==> src/verilog/roc_cfg.svh <==
/* Widths, line count and region count of the read-only cache */

`ifndef ROC_CFG_SVH
`define ROC_CFG_SVH

// Word address and data widths
`define ROC_ADDR_W 16
`define ROC_DATA_W 32

// Direct-mapped array, one word per line
`define ROC_LINE_COUNT 16
`define ROC_IDX_W 4

// Number of runtime-programmed cacheable regions
`define ROC_NR_RULES 2

`endif

==> src/verilog/roc_pkg.sv <==
/* Shared enums of the read-only cache: opcode, route, port owner, lookup FSM */

package roc_pkg;

  typedef enum logic {
    OP_READ  = 1'b0,
    OP_WRITE = 1'b1
  } op_e;

  // Which path serves the accepted request
  typedef enum logic {
    ROUTE_BYPASS = 1'b0,
    ROUTE_CACHE  = 1'b1
  } route_e;

  typedef enum logic {
    OWN_CACHE  = 1'b0,
    OWN_BYPASS = 1'b1
  } owner_e;

  typedef enum logic [2:0] {
    LK_IDLE, LK_TAG, LK_REFILL, LK_WAIT, LK_FLUSH
  } lookup_state_e;

endpackage

==> src/verilog/roc_region_decode.sv <==
/* Region decoder: routes each request to the cache or bypass path
   and tracks the single outstanding transaction */
`timescale 1ns/1ps
`include "roc_cfg.svh"

module roc_region_decode #(
  parameter int unsigned NrRules = `ROC_NR_RULES
) (
  input  logic                                clk_i,
  input  logic                                rst_n_i,
  input  logic                                enable_i,
  input  logic [NrRules-1:0][`ROC_ADDR_W-1:0] start_addr_i,
  input  logic [NrRules-1:0][`ROC_ADDR_W-1:0] end_addr_i,
  input  logic                                req_valid_i,
  input  roc_pkg::op_e                        req_op_i,
  input  logic [`ROC_ADDR_W-1:0]              req_addr_i,
  input  logic [`ROC_DATA_W-1:0]              req_wdata_i,
  output logic                                req_ready_o,
  input  logic                                flush_busy_i,
  input  logic                                done_i,
  output logic                                cache_valid_o,
  output logic                                byp_valid_o,
  output roc_pkg::op_e                        fwd_op_o,
  output logic [`ROC_ADDR_W-1:0]              fwd_addr_o,
  output logic [`ROC_DATA_W-1:0]              fwd_wdata_o
);

  logic            rule_hit;
  logic            accept;
  roc_pkg::route_e route;
  logic            busy_q;

  // Region match, start inclusive and end exclusive
  always_comb begin
    rule_hit = 1'b0;
    for (int i = 0; i < NrRules; i++) begin
      if (req_addr_i >= start_addr_i[i] && req_addr_i < end_addr_i[i]) begin
        rule_hit = 1'b1;
      end
    end
  end

  // Only enabled reads inside a region are cacheable
  assign route = (enable_i && req_op_i == roc_pkg::OP_READ && rule_hit) ?
                 roc_pkg::ROUTE_CACHE : roc_pkg::ROUTE_BYPASS;

  assign req_ready_o = !busy_q && !flush_busy_i;
  assign accept      = req_valid_i && req_ready_o;

  always_ff @(posedge clk_i) begin
    if (!rst_n_i) begin
      busy_q        <= 1'b0;
      cache_valid_o <= 1'b0;
      byp_valid_o   <= 1'b0;
    end else begin
      cache_valid_o <= accept && (route == roc_pkg::ROUTE_CACHE);
      byp_valid_o   <= accept && (route == roc_pkg::ROUTE_BYPASS);
      if (accept) begin
        busy_q <= 1'b1;
      end else if (done_i) begin
        busy_q <= 1'b0;
      end
    end
  end

  // Request fields stay put until the transaction ends
  always_ff @(posedge clk_i) begin
    if (accept) begin
      fwd_op_o    <= req_op_i;
      fwd_addr_o  <= req_addr_i;
      fwd_wdata_o <= req_wdata_i;
    end
  end

endmodule

==> src/verilog/roc_lookup.sv <==
/* Direct-mapped lookup: tag, data and valid arrays, hit check,
   single-word refill and flush walker */
`timescale 1ns/1ps
`include "roc_cfg.svh"

module roc_lookup (
  input  logic                   clk_i,
  input  logic                   rst_n_i,
  input  logic                   in_valid_i,
  input  logic [`ROC_ADDR_W-1:0] in_addr_i,
  input  logic                   flush_valid_i,
  output logic                   flush_ready_o,
  output logic                   flush_busy_o,
  output logic                   mem_valid_o,
  output logic [`ROC_ADDR_W-1:0] mem_addr_o,
  input  logic                   mem_ready_i,
  input  logic                   mem_rsp_valid_i,
  input  logic [`ROC_DATA_W-1:0] mem_rsp_rdata_i,
  output logic                   done_o,
  output logic [`ROC_DATA_W-1:0] rdata_o
);

  localparam int unsigned IdxW    = `ROC_IDX_W;
  localparam int unsigned TagW    = `ROC_ADDR_W - `ROC_IDX_W;
  localparam logic [IdxW-1:0] LastIdx = IdxW'(`ROC_LINE_COUNT - 1);

  // Arrays
  logic [`ROC_DATA_W-1:0]    data_mem [`ROC_LINE_COUNT];
  logic [TagW-1:0]           tag_mem  [`ROC_LINE_COUNT];
  logic [`ROC_LINE_COUNT-1:0] valid_q;

  roc_pkg::lookup_state_e    state_q;
  logic [IdxW-1:0]           flush_idx_q;
  logic [`ROC_ADDR_W-1:0]    addr_q;
  logic [TagW-1:0]           tag_rd_q;
  logic [`ROC_DATA_W-1:0]    data_rd_q;
  logic                      valid_rd_q;
  logic [IdxW-1:0]           in_idx;
  logic [IdxW-1:0]           idx_q;
  logic                      start;
  logic                      hit;
  logic                      refill_fire;

  assign in_idx      = in_addr_i[IdxW-1:0];
  assign idx_q       = addr_q[IdxW-1:0];
  assign start       = (state_q == roc_pkg::LK_IDLE) && in_valid_i;
  assign hit         = valid_rd_q && (tag_rd_q == addr_q[`ROC_ADDR_W-1:IdxW]);
  assign refill_fire = (state_q == roc_pkg::LK_WAIT) && mem_rsp_valid_i;

  assign mem_valid_o  = (state_q == roc_pkg::LK_REFILL);
  assign mem_addr_o   = addr_q;
  // A pending flush also blocks new requests at the front end
  assign flush_busy_o = (state_q == roc_pkg::LK_FLUSH) || flush_valid_i;

  // ----------------------------------------------------------------------
  // Control FSM
  // ----------------------------------------------------------------------
  always_ff @(posedge clk_i) begin
    if (!rst_n_i) begin
      state_q       <= roc_pkg::LK_IDLE;
      valid_q       <= '0;
      flush_idx_q   <= '0;
      done_o        <= 1'b0;
      flush_ready_o <= 1'b0;
    end else begin
      done_o        <= 1'b0;
      flush_ready_o <= 1'b0;
      unique case (state_q)
        roc_pkg::LK_IDLE: begin
          // Request wins over a flush arriving in the same cycle
          if (in_valid_i) begin
            state_q <= roc_pkg::LK_TAG;
          end else if (flush_valid_i && !flush_ready_o) begin
            state_q     <= roc_pkg::LK_FLUSH;
            flush_idx_q <= '0;
          end
        end
        roc_pkg::LK_TAG: begin
          if (hit) begin
            done_o  <= 1'b1;
            state_q <= roc_pkg::LK_IDLE;
          end else begin
            state_q <= roc_pkg::LK_REFILL;
          end
        end
        roc_pkg::LK_REFILL: begin
          if (mem_ready_i) begin
            state_q <= roc_pkg::LK_WAIT;
          end
        end
        roc_pkg::LK_WAIT: begin
          if (mem_rsp_valid_i) begin
            valid_q[idx_q] <= 1'b1;
            done_o         <= 1'b1;
            state_q        <= roc_pkg::LK_IDLE;
          end
        end
        roc_pkg::LK_FLUSH: begin
          valid_q[flush_idx_q] <= 1'b0;
          flush_idx_q          <= flush_idx_q + 1'b1;
          if (flush_idx_q == LastIdx) begin
            flush_ready_o <= 1'b1;
            state_q       <= roc_pkg::LK_IDLE;
          end
        end
        default: state_q <= roc_pkg::LK_IDLE;
      endcase
    end
  end

  // ----------------------------------------------------------------------
  // Array access and datapath
  // ----------------------------------------------------------------------
  always_ff @(posedge clk_i) begin
    if (start) begin
      addr_q     <= in_addr_i;
      tag_rd_q   <= tag_mem[in_idx];
      data_rd_q  <= data_mem[in_idx];
      valid_rd_q <= valid_q[in_idx];
    end
    if (refill_fire) begin
      tag_mem[idx_q]  <= addr_q[`ROC_ADDR_W-1:IdxW];
      data_mem[idx_q] <= mem_rsp_rdata_i;
    end
    // Output register, hit data or refilled word
    if (state_q == roc_pkg::LK_TAG && hit) begin
      rdata_o <= data_rd_q;
    end else if (refill_fire) begin
      rdata_o <= mem_rsp_rdata_i;
    end
  end

endmodule

==> src/verilog/roc_bypass.sv <==
/* Bypass path: forwards one uncached read or write to memory
   and returns its answer */
`timescale 1ns/1ps
`include "roc_cfg.svh"

module roc_bypass (
  input  logic                   clk_i,
  input  logic                   rst_n_i,
  input  logic                   in_valid_i,
  input  roc_pkg::op_e           in_op_i,
  input  logic [`ROC_ADDR_W-1:0] in_addr_i,
  input  logic [`ROC_DATA_W-1:0] in_wdata_i,
  output logic                   mem_valid_o,
  output logic                   mem_write_o,
  output logic [`ROC_ADDR_W-1:0] mem_addr_o,
  output logic [`ROC_DATA_W-1:0] mem_wdata_o,
  input  logic                   mem_ready_i,
  input  logic                   mem_rsp_valid_i,
  input  logic [`ROC_DATA_W-1:0] mem_rsp_rdata_i,
  output logic                   done_o,
  output logic [`ROC_DATA_W-1:0] rdata_o
);

  logic         pend_q;
  logic         wait_q;
  roc_pkg::op_e op_q;

  assign mem_valid_o = pend_q;
  assign mem_write_o = (op_q == roc_pkg::OP_WRITE);

  always_ff @(posedge clk_i) begin
    if (!rst_n_i) begin
      pend_q <= 1'b0;
      wait_q <= 1'b0;
      done_o <= 1'b0;
    end else begin
      done_o <= 1'b0;
      if (in_valid_i) begin
        pend_q <= 1'b1;
      end else if (pend_q && mem_ready_i) begin
        pend_q <= 1'b0;
        wait_q <= 1'b1;
      end else if (wait_q && mem_rsp_valid_i) begin
        wait_q <= 1'b0;
        done_o <= 1'b1;
      end
    end
  end

  // Held request and returned data
  always_ff @(posedge clk_i) begin
    if (in_valid_i) begin
      op_q        <= in_op_i;
      mem_addr_o  <= in_addr_i;
      mem_wdata_o <= in_wdata_i;
    end
    if (wait_q && mem_rsp_valid_i) begin
      // Writes answer with zero data
      rdata_o <= mem_write_o ? '0 : mem_rsp_rdata_i;
    end
  end

endmodule

==> src/verilog/roc_mem_arbiter.sv <==
/* Memory arbiter: fixed-priority merge of cache refills and bypass traffic
   onto one port, response steering and requester response merge */
`timescale 1ns/1ps
`include "roc_cfg.svh"

module roc_mem_arbiter (
  input  logic                   clk_i,
  input  logic                   rst_n_i,
  // Cache refill side
  input  logic                   c_mem_valid_i,
  input  logic [`ROC_ADDR_W-1:0] c_mem_addr_i,
  output logic                   c_mem_ready_o,
  output logic                   c_rsp_valid_o,
  // Bypass side
  input  logic                   b_mem_valid_i,
  input  logic                   b_mem_write_i,
  input  logic [`ROC_ADDR_W-1:0] b_mem_addr_i,
  input  logic [`ROC_DATA_W-1:0] b_mem_wdata_i,
  output logic                   b_mem_ready_o,
  output logic                   b_rsp_valid_o,
  // Memory port
  output logic                   mem_req_valid_o,
  output logic                   mem_req_write_o,
  output logic [`ROC_ADDR_W-1:0] mem_req_addr_o,
  output logic [`ROC_DATA_W-1:0] mem_req_wdata_o,
  input  logic                   mem_req_ready_i,
  input  logic                   mem_rsp_valid_i,
  // Path completions and requester response
  input  logic                   c_done_i,
  input  logic [`ROC_DATA_W-1:0] c_rdata_i,
  input  logic                   b_done_i,
  input  logic [`ROC_DATA_W-1:0] b_rdata_i,
  output logic                   rsp_valid_o,
  output logic [`ROC_DATA_W-1:0] rsp_rdata_o
);

  logic            sel_cache;
  roc_pkg::owner_e owner_q;

  // Cache refills take precedence
  assign sel_cache = c_mem_valid_i;

  assign mem_req_valid_o = c_mem_valid_i || b_mem_valid_i;
  assign mem_req_write_o = sel_cache ? 1'b0 : b_mem_write_i;
  assign mem_req_addr_o  = sel_cache ? c_mem_addr_i : b_mem_addr_i;
  assign mem_req_wdata_o = sel_cache ? '0 : b_mem_wdata_i;

  assign c_mem_ready_o = mem_req_ready_i && sel_cache;
  assign b_mem_ready_o = mem_req_ready_i && !sel_cache;

  // Remember who owns the outstanding memory response
  always_ff @(posedge clk_i) begin
    if (!rst_n_i) begin
      owner_q <= roc_pkg::OWN_CACHE;
    end else if (mem_req_valid_o && mem_req_ready_i) begin
      owner_q <= sel_cache ? roc_pkg::OWN_CACHE : roc_pkg::OWN_BYPASS;
    end
  end

  assign c_rsp_valid_o = mem_rsp_valid_i && (owner_q == roc_pkg::OWN_CACHE);
  assign b_rsp_valid_o = mem_rsp_valid_i && (owner_q == roc_pkg::OWN_BYPASS);

  // ----------------------------------------------------------------------
  // Response merge, at most one done pulse per transaction
  // ----------------------------------------------------------------------
  assign rsp_valid_o = c_done_i || b_done_i;
  assign rsp_rdata_o = b_done_i ? b_rdata_i : c_rdata_i;

endmodule

==> src/verilog/roc_top.sv <==
/* Read-only cache top level: region decoder, lookup, bypass and
   memory arbiter */
`timescale 1ns/1ps
`include "roc_cfg.svh"

module roc_top (
  input  logic                                      clk_i,
  input  logic                                      rst_n_i,
  // Requester
  input  logic                                      req_valid_i,
  input  roc_pkg::op_e                              req_op_i,
  input  logic [`ROC_ADDR_W-1:0]                    req_addr_i,
  input  logic [`ROC_DATA_W-1:0]                    req_wdata_i,
  output logic                                      req_ready_o,
  output logic                                      rsp_valid_o,
  output logic [`ROC_DATA_W-1:0]                    rsp_rdata_o,
  // Configuration and flush
  input  logic                                      enable_i,
  input  logic [`ROC_NR_RULES-1:0][`ROC_ADDR_W-1:0] start_addr_i,
  input  logic [`ROC_NR_RULES-1:0][`ROC_ADDR_W-1:0] end_addr_i,
  input  logic                                      flush_valid_i,
  output logic                                      flush_ready_o,
  // Memory
  output logic                                      mem_req_valid_o,
  output logic                                      mem_req_write_o,
  output logic [`ROC_ADDR_W-1:0]                    mem_req_addr_o,
  output logic [`ROC_DATA_W-1:0]                    mem_req_wdata_o,
  input  logic                                      mem_req_ready_i,
  input  logic                                      mem_rsp_valid_i,
  input  logic [`ROC_DATA_W-1:0]                    mem_rsp_rdata_i
);

  logic                   cache_valid;
  logic                   byp_valid;
  roc_pkg::op_e           fwd_op;
  logic [`ROC_ADDR_W-1:0] fwd_addr;
  logic [`ROC_DATA_W-1:0] fwd_wdata;
  logic                   flush_busy;

  logic                   c_mem_valid;
  logic [`ROC_ADDR_W-1:0] c_mem_addr;
  logic                   c_mem_ready;
  logic                   c_rsp_valid;
  logic                   c_done;
  logic [`ROC_DATA_W-1:0] c_rdata;

  logic                   b_mem_valid;
  logic                   b_mem_write;
  logic [`ROC_ADDR_W-1:0] b_mem_addr;
  logic [`ROC_DATA_W-1:0] b_mem_wdata;
  logic                   b_mem_ready;
  logic                   b_rsp_valid;
  logic                   b_done;
  logic [`ROC_DATA_W-1:0] b_rdata;

  roc_region_decode #(
    .NrRules ( `ROC_NR_RULES )
  ) u_decode (
    .clk_i         ( clk_i         ),
    .rst_n_i       ( rst_n_i       ),
    .enable_i      ( enable_i      ),
    .start_addr_i  ( start_addr_i  ),
    .end_addr_i    ( end_addr_i    ),
    .req_valid_i   ( req_valid_i   ),
    .req_op_i      ( req_op_i      ),
    .req_addr_i    ( req_addr_i    ),
    .req_wdata_i   ( req_wdata_i   ),
    .req_ready_o   ( req_ready_o   ),
    .flush_busy_i  ( flush_busy    ),
    .done_i        ( rsp_valid_o   ),
    .cache_valid_o ( cache_valid   ),
    .byp_valid_o   ( byp_valid     ),
    .fwd_op_o      ( fwd_op        ),
    .fwd_addr_o    ( fwd_addr      ),
    .fwd_wdata_o   ( fwd_wdata     )
  );

  roc_lookup u_lookup (
    .clk_i           ( clk_i           ),
    .rst_n_i         ( rst_n_i         ),
    .in_valid_i      ( cache_valid     ),
    .in_addr_i       ( fwd_addr        ),
    .flush_valid_i   ( flush_valid_i   ),
    .flush_ready_o   ( flush_ready_o   ),
    .flush_busy_o    ( flush_busy      ),
    .mem_valid_o     ( c_mem_valid     ),
    .mem_addr_o      ( c_mem_addr      ),
    .mem_ready_i     ( c_mem_ready     ),
    .mem_rsp_valid_i ( c_rsp_valid     ),
    .mem_rsp_rdata_i ( mem_rsp_rdata_i ),
    .done_o          ( c_done          ),
    .rdata_o         ( c_rdata         )
  );

  roc_bypass u_bypass (
    .clk_i           ( clk_i           ),
    .rst_n_i         ( rst_n_i         ),
    .in_valid_i      ( byp_valid       ),
    .in_op_i         ( fwd_op          ),
    .in_addr_i       ( fwd_addr        ),
    .in_wdata_i      ( fwd_wdata       ),
    .mem_valid_o     ( b_mem_valid     ),
    .mem_write_o     ( b_mem_write     ),
    .mem_addr_o      ( b_mem_addr      ),
    .mem_wdata_o     ( b_mem_wdata     ),
    .mem_ready_i     ( b_mem_ready     ),
    .mem_rsp_valid_i ( b_rsp_valid     ),
    .mem_rsp_rdata_i ( mem_rsp_rdata_i ),
    .done_o          ( b_done          ),
    .rdata_o         ( b_rdata         )
  );

  roc_mem_arbiter u_arbiter (
    .clk_i           ( clk_i           ),
    .rst_n_i         ( rst_n_i         ),
    .c_mem_valid_i   ( c_mem_valid     ),
    .c_mem_addr_i    ( c_mem_addr      ),
    .c_mem_ready_o   ( c_mem_ready     ),
    .c_rsp_valid_o   ( c_rsp_valid     ),
    .b_mem_valid_i   ( b_mem_valid     ),
    .b_mem_write_i   ( b_mem_write     ),
    .b_mem_addr_i    ( b_mem_addr      ),
    .b_mem_wdata_i   ( b_mem_wdata     ),
    .b_mem_ready_o   ( b_mem_ready     ),
    .b_rsp_valid_o   ( b_rsp_valid     ),
    .mem_req_valid_o ( mem_req_valid_o ),
    .mem_req_write_o ( mem_req_write_o ),
    .mem_req_addr_o  ( mem_req_addr_o  ),
    .mem_req_wdata_o ( mem_req_wdata_o ),
    .mem_req_ready_i ( mem_req_ready_i ),
    .mem_rsp_valid_i ( mem_rsp_valid_i ),
    .c_done_i        ( c_done          ),
    .c_rdata_i       ( c_rdata         ),
    .b_done_i        ( b_done          ),
    .b_rdata_i       ( b_rdata         ),
    .rsp_valid_o     ( rsp_valid_o     ),
    .rsp_rdata_o     ( rsp_rdata_o     )
  );

endmodule

==> config.mk <==
export PLATFORM = sky130hd
export DESIGN_NAME = roc_top
export DESIGN_NICKNAME = d
export VERILOG_FILES = /design/src/verilog/roc_pkg.sv /design/src/verilog/roc_region_decode.sv /design/src/verilog/roc_lookup.sv /design/src/verilog/roc_bypass.sv /design/src/verilog/roc_mem_arbiter.sv /design/src/verilog/roc_top.sv
export VERILOG_INCLUDE_DIRS = /design/src /design/src/verilog
export SDC_FILE = /design/constraint.sdc
export NUM_CORES = 1
export LEC_CHECK = 0
export ABC_AREA = 1
export BUFFER_PORTS_ARGS = -buffer_cell sky130_fd_sc_hd__clkbuf_2
export CAP_MARGIN = 20
export CORE_MARGIN = 1
export CORE_UTILIZATION = 55
export DETAILED_ROUTE_END_ITERATION = 10
export PLACE_DENSITY = 0.73
export SETUP_SLACK_MARGIN = 0.02
export SLEW_MARGIN = 20
export SYNTH_ARGS = -nofsm -noshare
export SYNTH_HDL_FRONTEND = slang
export SYNTH_SLANG_ARGS = --single-unit
==> constraint.sdc <==
create_clock -name clk_i -period 6.4 [get_ports clk_i]
set_clock_uncertainty 0.1 [all_clocks]
set_input_delay 0.32 -clock clk_i [delete_from_list [all_inputs] [get_ports clk_i]]
set_output_delay 0.32 -clock clk_i [all_outputs]
set_load 0.01 [all_outputs]
==> qor.yml, run 1 <==
postCtsSetupRepairBufs: 0
synth-seq-area-share_pct: 71.38
synth_top_area_share_pct: 69.77
cp_num_buf_inv: 3
hold_viol_final: 0
synthCells: 3007
die_h_um: 271.3
gr-total-overflow: 0
cap_violations: 0
async_reset_ff_share_pct: 0
final_common_cell: "edfxtp_1"
final_util_pct: 63.53
drive_gt1_share_pct: 14.07
hp-start: "mem_rsp_rdata_i[17]"
start_util_pct: 55.72
cp_max_fo: 185
r2r_cells: 6
maxSlewViolCount: 0
cts_tree: "built"
rrSetupSlack_ns: 3.10
finalCritPeriodShare_pct: 51.57
critPathLaunchType: "flop"
path_common_cell: "buf_12"
power_density_mw_per_mm2: 284.5
track_usage_pct: 25.67
placed_cell_area_mm2: 0.04187
r2r_start: "u_decode.fwd_addr_o[1]$_DFFE_PP_"
max_stage_delay_ns: 0.68
path_class: "reg2reg"
layout.cells.non_filler: 4305
ir_worst_vdd_mv: 0.3046
power.internal_w: 0.01028
swShare_pct: 20.54
finalNetCount: 3499
num_rows: 98
dr.pass1.iters: 6
postSynthAreaPerCell_um2: 13.27
crit_path_top_delay_cell: "buf_12"
dr.first_iter.drc_count: 2482
vias_per_cell: 5.729
grt_pass1_vias: 24680
hold_depth: 1
path_cells: "buf_12, inv_4, buf_12, o211ai_1, nand3_1, nand2_1"
pwr-share-clk_pct: 42.0
crit_arrival_ns: 3.71
cts_root_buffer: "clkbuf_16"
syn_nets: 3225
synthFlopType: "edfxtp_1"
ys_top_cells_by_area: "edfxtp_1 70%, mux2i_1 4.4%, inv_1 3.7%, o211ai_1 3.3%, a21oi_1 2.8%"
antenna_found_initial: 0
ant_nets: 0
worst_pin_slew_ns: 1.467
dp_cells: 4077
synth_top_area_cell: "edfxtp_1"
cts_buffers: 95
place_hpwl_mm: 47.58
synth_seq_cells: 959
min_path_type: "in2reg"
die_x_um: 271.3
yosys_warnings: 0
htree_levels: 3
gp_congestion: 0.8231
most-common-layout-cells: "927 x edfxtp_1, 393 x inv_1, 295 x nand2_1"
r2r_end: "u_lookup.data_rd_q[29]$_DFFE_PP_"
min_period_ns: 3.301
area_growth_pct: 14.02
combPwrFrac_pct: 4.6
power_leakage_nw: 17.31
fin_area_mm2: 0.04549
clk_path_buf_depth: 3
final.setup.tns_ns: 0
grt_pass1_wl_mm: 142.9
coreArea_mm2: 0.07161
end_kind: "flop"
fin_ws_ns: 3.099
synth_edf_count: 927
relSlewSlack_pct: 2.187
pwr-share-seq_pct: 53.4
synthesis.area_mm2: 0.03990
antenna_cells: 0
critPathTopFamily: "buffers and inverters"
crit_required_ns: 6.81
grt_max_degree: 223
finalSetupViolations: 0
outcome: "finished clean"
nFillCells: 5205
drt_wl_total_mm: 94.51
place_ws_ns: 3.230
avgRoutedWirePerCell_um: 21.95
clk_latency_ns: 0.64
power.switching_w: 0.002658
synth_cell_types: 49
rsz0062_at_grt: "no"
hold_end: "u_lookup.data_mem[0][17]$_DFFE_PP_"
dieArea_mm2: 0.07362
fmax_mhz: 303.0
vias: 24670
io_pins: 237
clk_pin_slew_ns: 0.06
numClockSinks: 959
port_buffers: 236
drc: 0
[power groups by stage]
stage | clock network, W | registers, W | logic, W
floorplan | 0 | 0.00704 | 0.000353
finish | 0.00544 | 0.00691 | 0.000595
detailed placement | 0 | 0.00704 | 0.000561
global placement | 0 | 0.00704 | 0.000539
global route | 0.00575 | 0.00691 | 0.000661
CTS | 0.00551 | 0.00691 | 0.000592
[metrics by stage]
step | hold WS [ns] | power, W
after CTS | 0.004079 | 0.01301
after global routing | 0.04752 | 0.01332
after floorplan | 0.3003 | 0.007393
final | 0.02726 | 0.01294
after detailed placement | 0.3045 | 0.007604
after global placement | 0.3021 | 0.007579
[synth_stat cells, drive strengths merged, types with 3 or more instances]
library cell / n
a31oi: 6
ha: 66
nand4: 11
or2: 3
nor3: 23
inv: 407
mux2i: 176
a211oi: 5
nand2: 298
nand3: 76
xnor2: 4
edfxtp: 927
buf: 73
o21a: 4
dfxtp: 32
nor2: 104
o21ai: 286
a221oi: 10
a21oi: 223
o211ai: 176
clkbuf: 84
[logic make-up after synthesis]
kind of cell	count (synthesis)	share of synthesized area (%)
flip-flops	959	71.38
AO/OA/AOI/OAI	717	10.55
buffers and inverters	564	5.959
AND/OR/NAND/NOR	519	5.498
multiplexers	176	4.416
adder cells (fa/ha/maj)	66	2.070
XOR/XNOR	6	0.1317
[metal layers]
| metal | wire length (um) | GRT usage (%) |
|---|---|---|
| met4 | 2465 | 8.442 |
| met2 | 47430 | 44.24 |
| met5 | 0 | 0 |
| met3 | 7038 | 3.689 |
| met1 | 37570 | 33.54 |
[area by class of cell]
class / count / area (um^2) / area share [%]
tap: 950 / 1189 / 2.613
sequential: 959 / 28480 / 62.60
clock buffer: 120 / 2586 / 5.685
timing repair buffer: 334 / 2113 / 4.645
multi-input combinational: 1484 / 9133 / 20.07
clock inverter: 51 / 457.9 / 1.007
inverter: 407 / 1535 / 3.375
[how the worst max path moves through the flow]
stage	from	slack (ns)	cells past startpoint	end
final	u_decode.fwd_addr_o[1]$_DFFE_PP_	3.10	6	u_lookup.data_rd_q[29]$_DFFE_PP_
after CTS	u_lookup.mem_addr_o[14]$_DFFE_PP_	3.22	9	u_lookup.rdata_o[29]$_DFFE_PP_
after floorplan	u_lookup.state_q[1]$_SDFFE_PN0P_	1.02	5	u_lookup.state_q[0]$_SDFFE_PN0P_
after global placement	u_decode.fwd_addr_o[1]$_DFFE_PP_	3.33	6	u_lookup.valid_rd_q$_DFFE_PP_
after global routing	u_lookup.mem_addr_o[14]$_DFFE_PP_	3.00	9	u_lookup.rdata_o[29]$_DFFE_PP_
after detailed placement	u_lookup.mem_addr_o[14]$_DFFE_PP_	3.23	9	u_lookup.rdata_o[9]$_DFFE_PP_
[timing repair]
action	CTS	global route
resized for setup	0	0
hold buffers	57	0
endpoints found under the hold margin	59	0
[flip-flops by register name, summed over array words and instances, names as in the netlist, 3 cells and up]
register              flops
u_bypass.mem_wdata_o     32
u_bypass.rdata_o         32
u_lookup.tag_mem        192
u_decode.fwd_wdata_o     32
u_decode.fwd_addr_o      16
u_lookup.valid_q         16
u_lookup.state_q          3
u_lookup.flush_idx_q      4
u_lookup.mem_addr_o      16
u_lookup.data_mem       512
u_lookup.data_rd_q       32
u_lookup.rdata_o         32
u_bypass.mem_addr_o      16
u_lookup.tag_rd_q        12
No activity file was read; power rests on OpenSTA's default activity.
==> run 2, diff against run 1 <==
--- a/config.mk
+++ b/config.mk
@@ -12,7 +12,7 @@
 export CORE_MARGIN = 1
 export CORE_UTILIZATION = 55
 export DETAILED_ROUTE_END_ITERATION = 10
-export PLACE_DENSITY = 0.73
+export PLACE_DENSITY = 0.76
 export SETUP_SLACK_MARGIN = 0.02
 export SLEW_MARGIN = 20
 export SYNTH_ARGS = -nofsm -noshare
==> constraint.sdc (replaced) <==
create_clock -name clk_i -period 2.8 [get_ports clk_i]
set_clock_uncertainty 0.1 [all_clocks]
set_input_delay 0.14 -clock clk_i [delete_from_list [all_inputs] [get_ports clk_i]]
set_output_delay 0.14 -clock clk_i [all_outputs]
set_load 0.01 [all_outputs]
==> qor.yml, run 2 (synthesis gave the netlist of run 1 again) <==
critPathLaunchType: "flop"
cts_tree: "built"
power.switching_w: 0.006269  # +140%
drc: 0  # unchanged
track_usage_pct: 25.83  # +0.16 points
r2r_cells: 7  # +1
most-common-layout-cells: "927 x edfxtp_1, 394 x inv_1, 295 x nand2_1"
num_rows: 98  # unchanged
vias: 25330  # +2.7%
dr.first_iter.drc_count: 2493  # +0.44%
grt_pass1_wl_mm: 144.1  # +0.85%
finalCritPeriodShare_pct: 90.52  # +39 points
dieArea_mm2: 0.07362  # unchanged
outcome: "finished clean"
drive_gt1_share_pct: 15.43  # +1.4 points
drt_wl_total_mm: 95.32  # +0.85%
die_h_um: 271.3  # unchanged
fmax_mhz: 394.5  # +30%
place_hpwl_mm: 51.85  # +9.0%
crit_required_ns: 3.09  # -3.72 ns
cap_violations: 0  # unchanged
avgRoutedWirePerCell_um: 21.71  # -1.1%
gp_congestion: 0.8464  # +2.8%
largest-register: "u_lookup.data_mem"
dr.pass1.iters: 5  # -1
rrSetupSlack_ns: 0.27  # -2.83 ns
final_common_cell: "edfxtp_1"
power_leakage_nw: 17.99  # +3.9%
power_density_mw_per_mm2: 635.8  # +120%
clk_pin_slew_ns: 0.06  # about the same
worst_pin_slew_ns: 1.069  # -0.3981 ns
combPwrFrac_pct: 5.0  # +0.4 points
clk_latency_ns: 0.67  # +0.03 ns
grt_max_degree: 94  # -58%
hold_depth: 2  # +1
die_x_um: 271.3  # unchanged
area_growth_pct: 17.36
start_util_pct: 55.72  # unchanged
clk_path_buf_depth: 3  # unchanged
pwr-share-clk_pct: 42.0  # about the same
min_period_ns: 2.535  # -0.7660 ns
largest_reg_flops: 512  # unchanged
ir_worst_vdd_mv: 0.6143  # +100%
antenna_cells: 0  # unchanged
maxSlewViolCount: 0  # unchanged
gr-total-overflow: 0  # unchanged
end_kind: "flop"
htree_levels: 3  # unchanged
cts_buffers: 94  # -1.1%
placed_cell_area_mm2: 0.04289  # +2.4%
place_ws_ns: 0.3036  # -2.926 ns
crit_arrival_ns: 2.83  # -0.88 ns
port_buffers: 236  # unchanged
pwr-share-seq_pct: 53.0  # -0.4 points
fin_ws_ns: 0.2654  # -2.834 ns
finalSetupViolations: 0  # unchanged
antenna_found_initial: 1  # +1
top_regs: "u_lookup.data_mem: 512 flops, u_lookup.tag_mem: 192 flops"
min_path_type: "in2reg"
grt_pass1_vias: 25570  # +3.6%
fin_area_mm2: 0.04682  # +2.9%
cts_root_buffer: "clkbuf_16"
relSlewSlack_pct: 28.73  # +27 points
power.internal_w: 0.02350  # +130%
swShare_pct: 21.06  # +0.52 points
ctsResizeCount: 0  # unchanged
finalNetCount: 3583  # +2.4%
coreArea_mm2: 0.07161  # unchanged
vias_per_cell: 5.769  # +0.68%
ant_nets: 0  # unchanged
cp_max_fo: 29  # -84%
hold_viol_final: 0  # unchanged
numClockSinks: 959  # unchanged
rsz0062_at_grt: "no"
path_class: "reg2reg"
io_pins: 237  # unchanged
run 2: cell count changes in the layout (fill, tap and decap cells not counted), moves of 2 or more:
| cell | delta |
|---|---|
| clkinv_8 | +2 |
| buf_12 | +41 |
| clkbuf_16 | -4 |
| nor3_2 | -17 |
| inv_2 | +2 |
| clkbuf_8 | -3 |
| clkinvlp_4 | +2 |
| dlygate4sd3_1 | +32 |
| clkinv_1 | -6 |
| nor3_4 | +17 |
| buf_4 | +13 |
| bufinv_16 | +2 |
| clkinv_2 | +3 |
run 2: power groups by stage:
stage	Clock, W	Combinational (W)	Sequential, W
floorplan	0	0.000808	0.0161
global placement	0	0.00129	0.0161
global route	0.0132	0.00163	0.0158
detailed placement	0	0.00135	0.0161
CTS	0.0126	0.00146	0.0158
finish	0.0125	0.00148	0.0158
run 2: through the flow:
stage	hold slack [ns]	TNS, ns	utilization (%)	power [W]	std cells
detailed placement	0.2186	0	59.89	0.01744	4130
global placement	0.2173	0	59.89	0.01738	4130
global route	0.08375	0	65.39	0.03059	4391
CTS	0.07367	0	65.39	0.02988	4391
floorplan	0.1389	-345.50	-	0.01690	3007
finish	0.09513	0	65.39	0.02977	4391
run 2: routing by layer:
layer | global-route usage (%) | wire, um | vias to the layer above
met1 | 32.72 | 36200 | 12330
met4 | 9.270 | 2846 | 0
li1 | - | - | 11550
met5 | 0 | 0 | -
met3 | 4.423 | 8378 | 218
met2 | 44.78 | 47890 | 1240
run 2: worst paths after layout:
path                                      start                            endpoint
max            u_decode.fwd_addr_o[0]$_DFFE_PP_     u_lookup.data_rd_q[8]$_DFFE_PP_
min reg2reg  u_decode.fwd_wdata_o[18]$_DFFE_PP_  u_bypass.mem_wdata_o[18]$_DFFE_PP_
min                             req_wdata_i[16]  u_decode.fwd_wdata_o[16]$_DFFE_PP_
max reg2reg    u_decode.fwd_addr_o[0]$_DFFE_PP_     u_lookup.data_rd_q[8]$_DFFE_PP_
run 2: what timing repair did:
item                      4_1_cts  5_1_grt
hold buffers                   89        0
hold endpoints to repair      646        0
setup buffers                   0        0
run 2: critical path, cell delays in order, from the launching register on:
cell and delay [ns]:
edfxtp_1 1.05, buf_12 0.29, buf_4 0.22, a21oi_1 0.09, o21ai_0 0.12, o211ai_1 0.15
nand3_1 0.14, nand2_1 0.07
run 2: final cells by class:
type                    instances  area (um^2)
clock buffers                 113         2445
flip-flops and latches        959        28480
multi-input cells            1484         9239
fillers                      5007        24790
inverters                     407         1533
well taps                     950         1189
clock inverters                59        598.1
repair buffers                419         3341
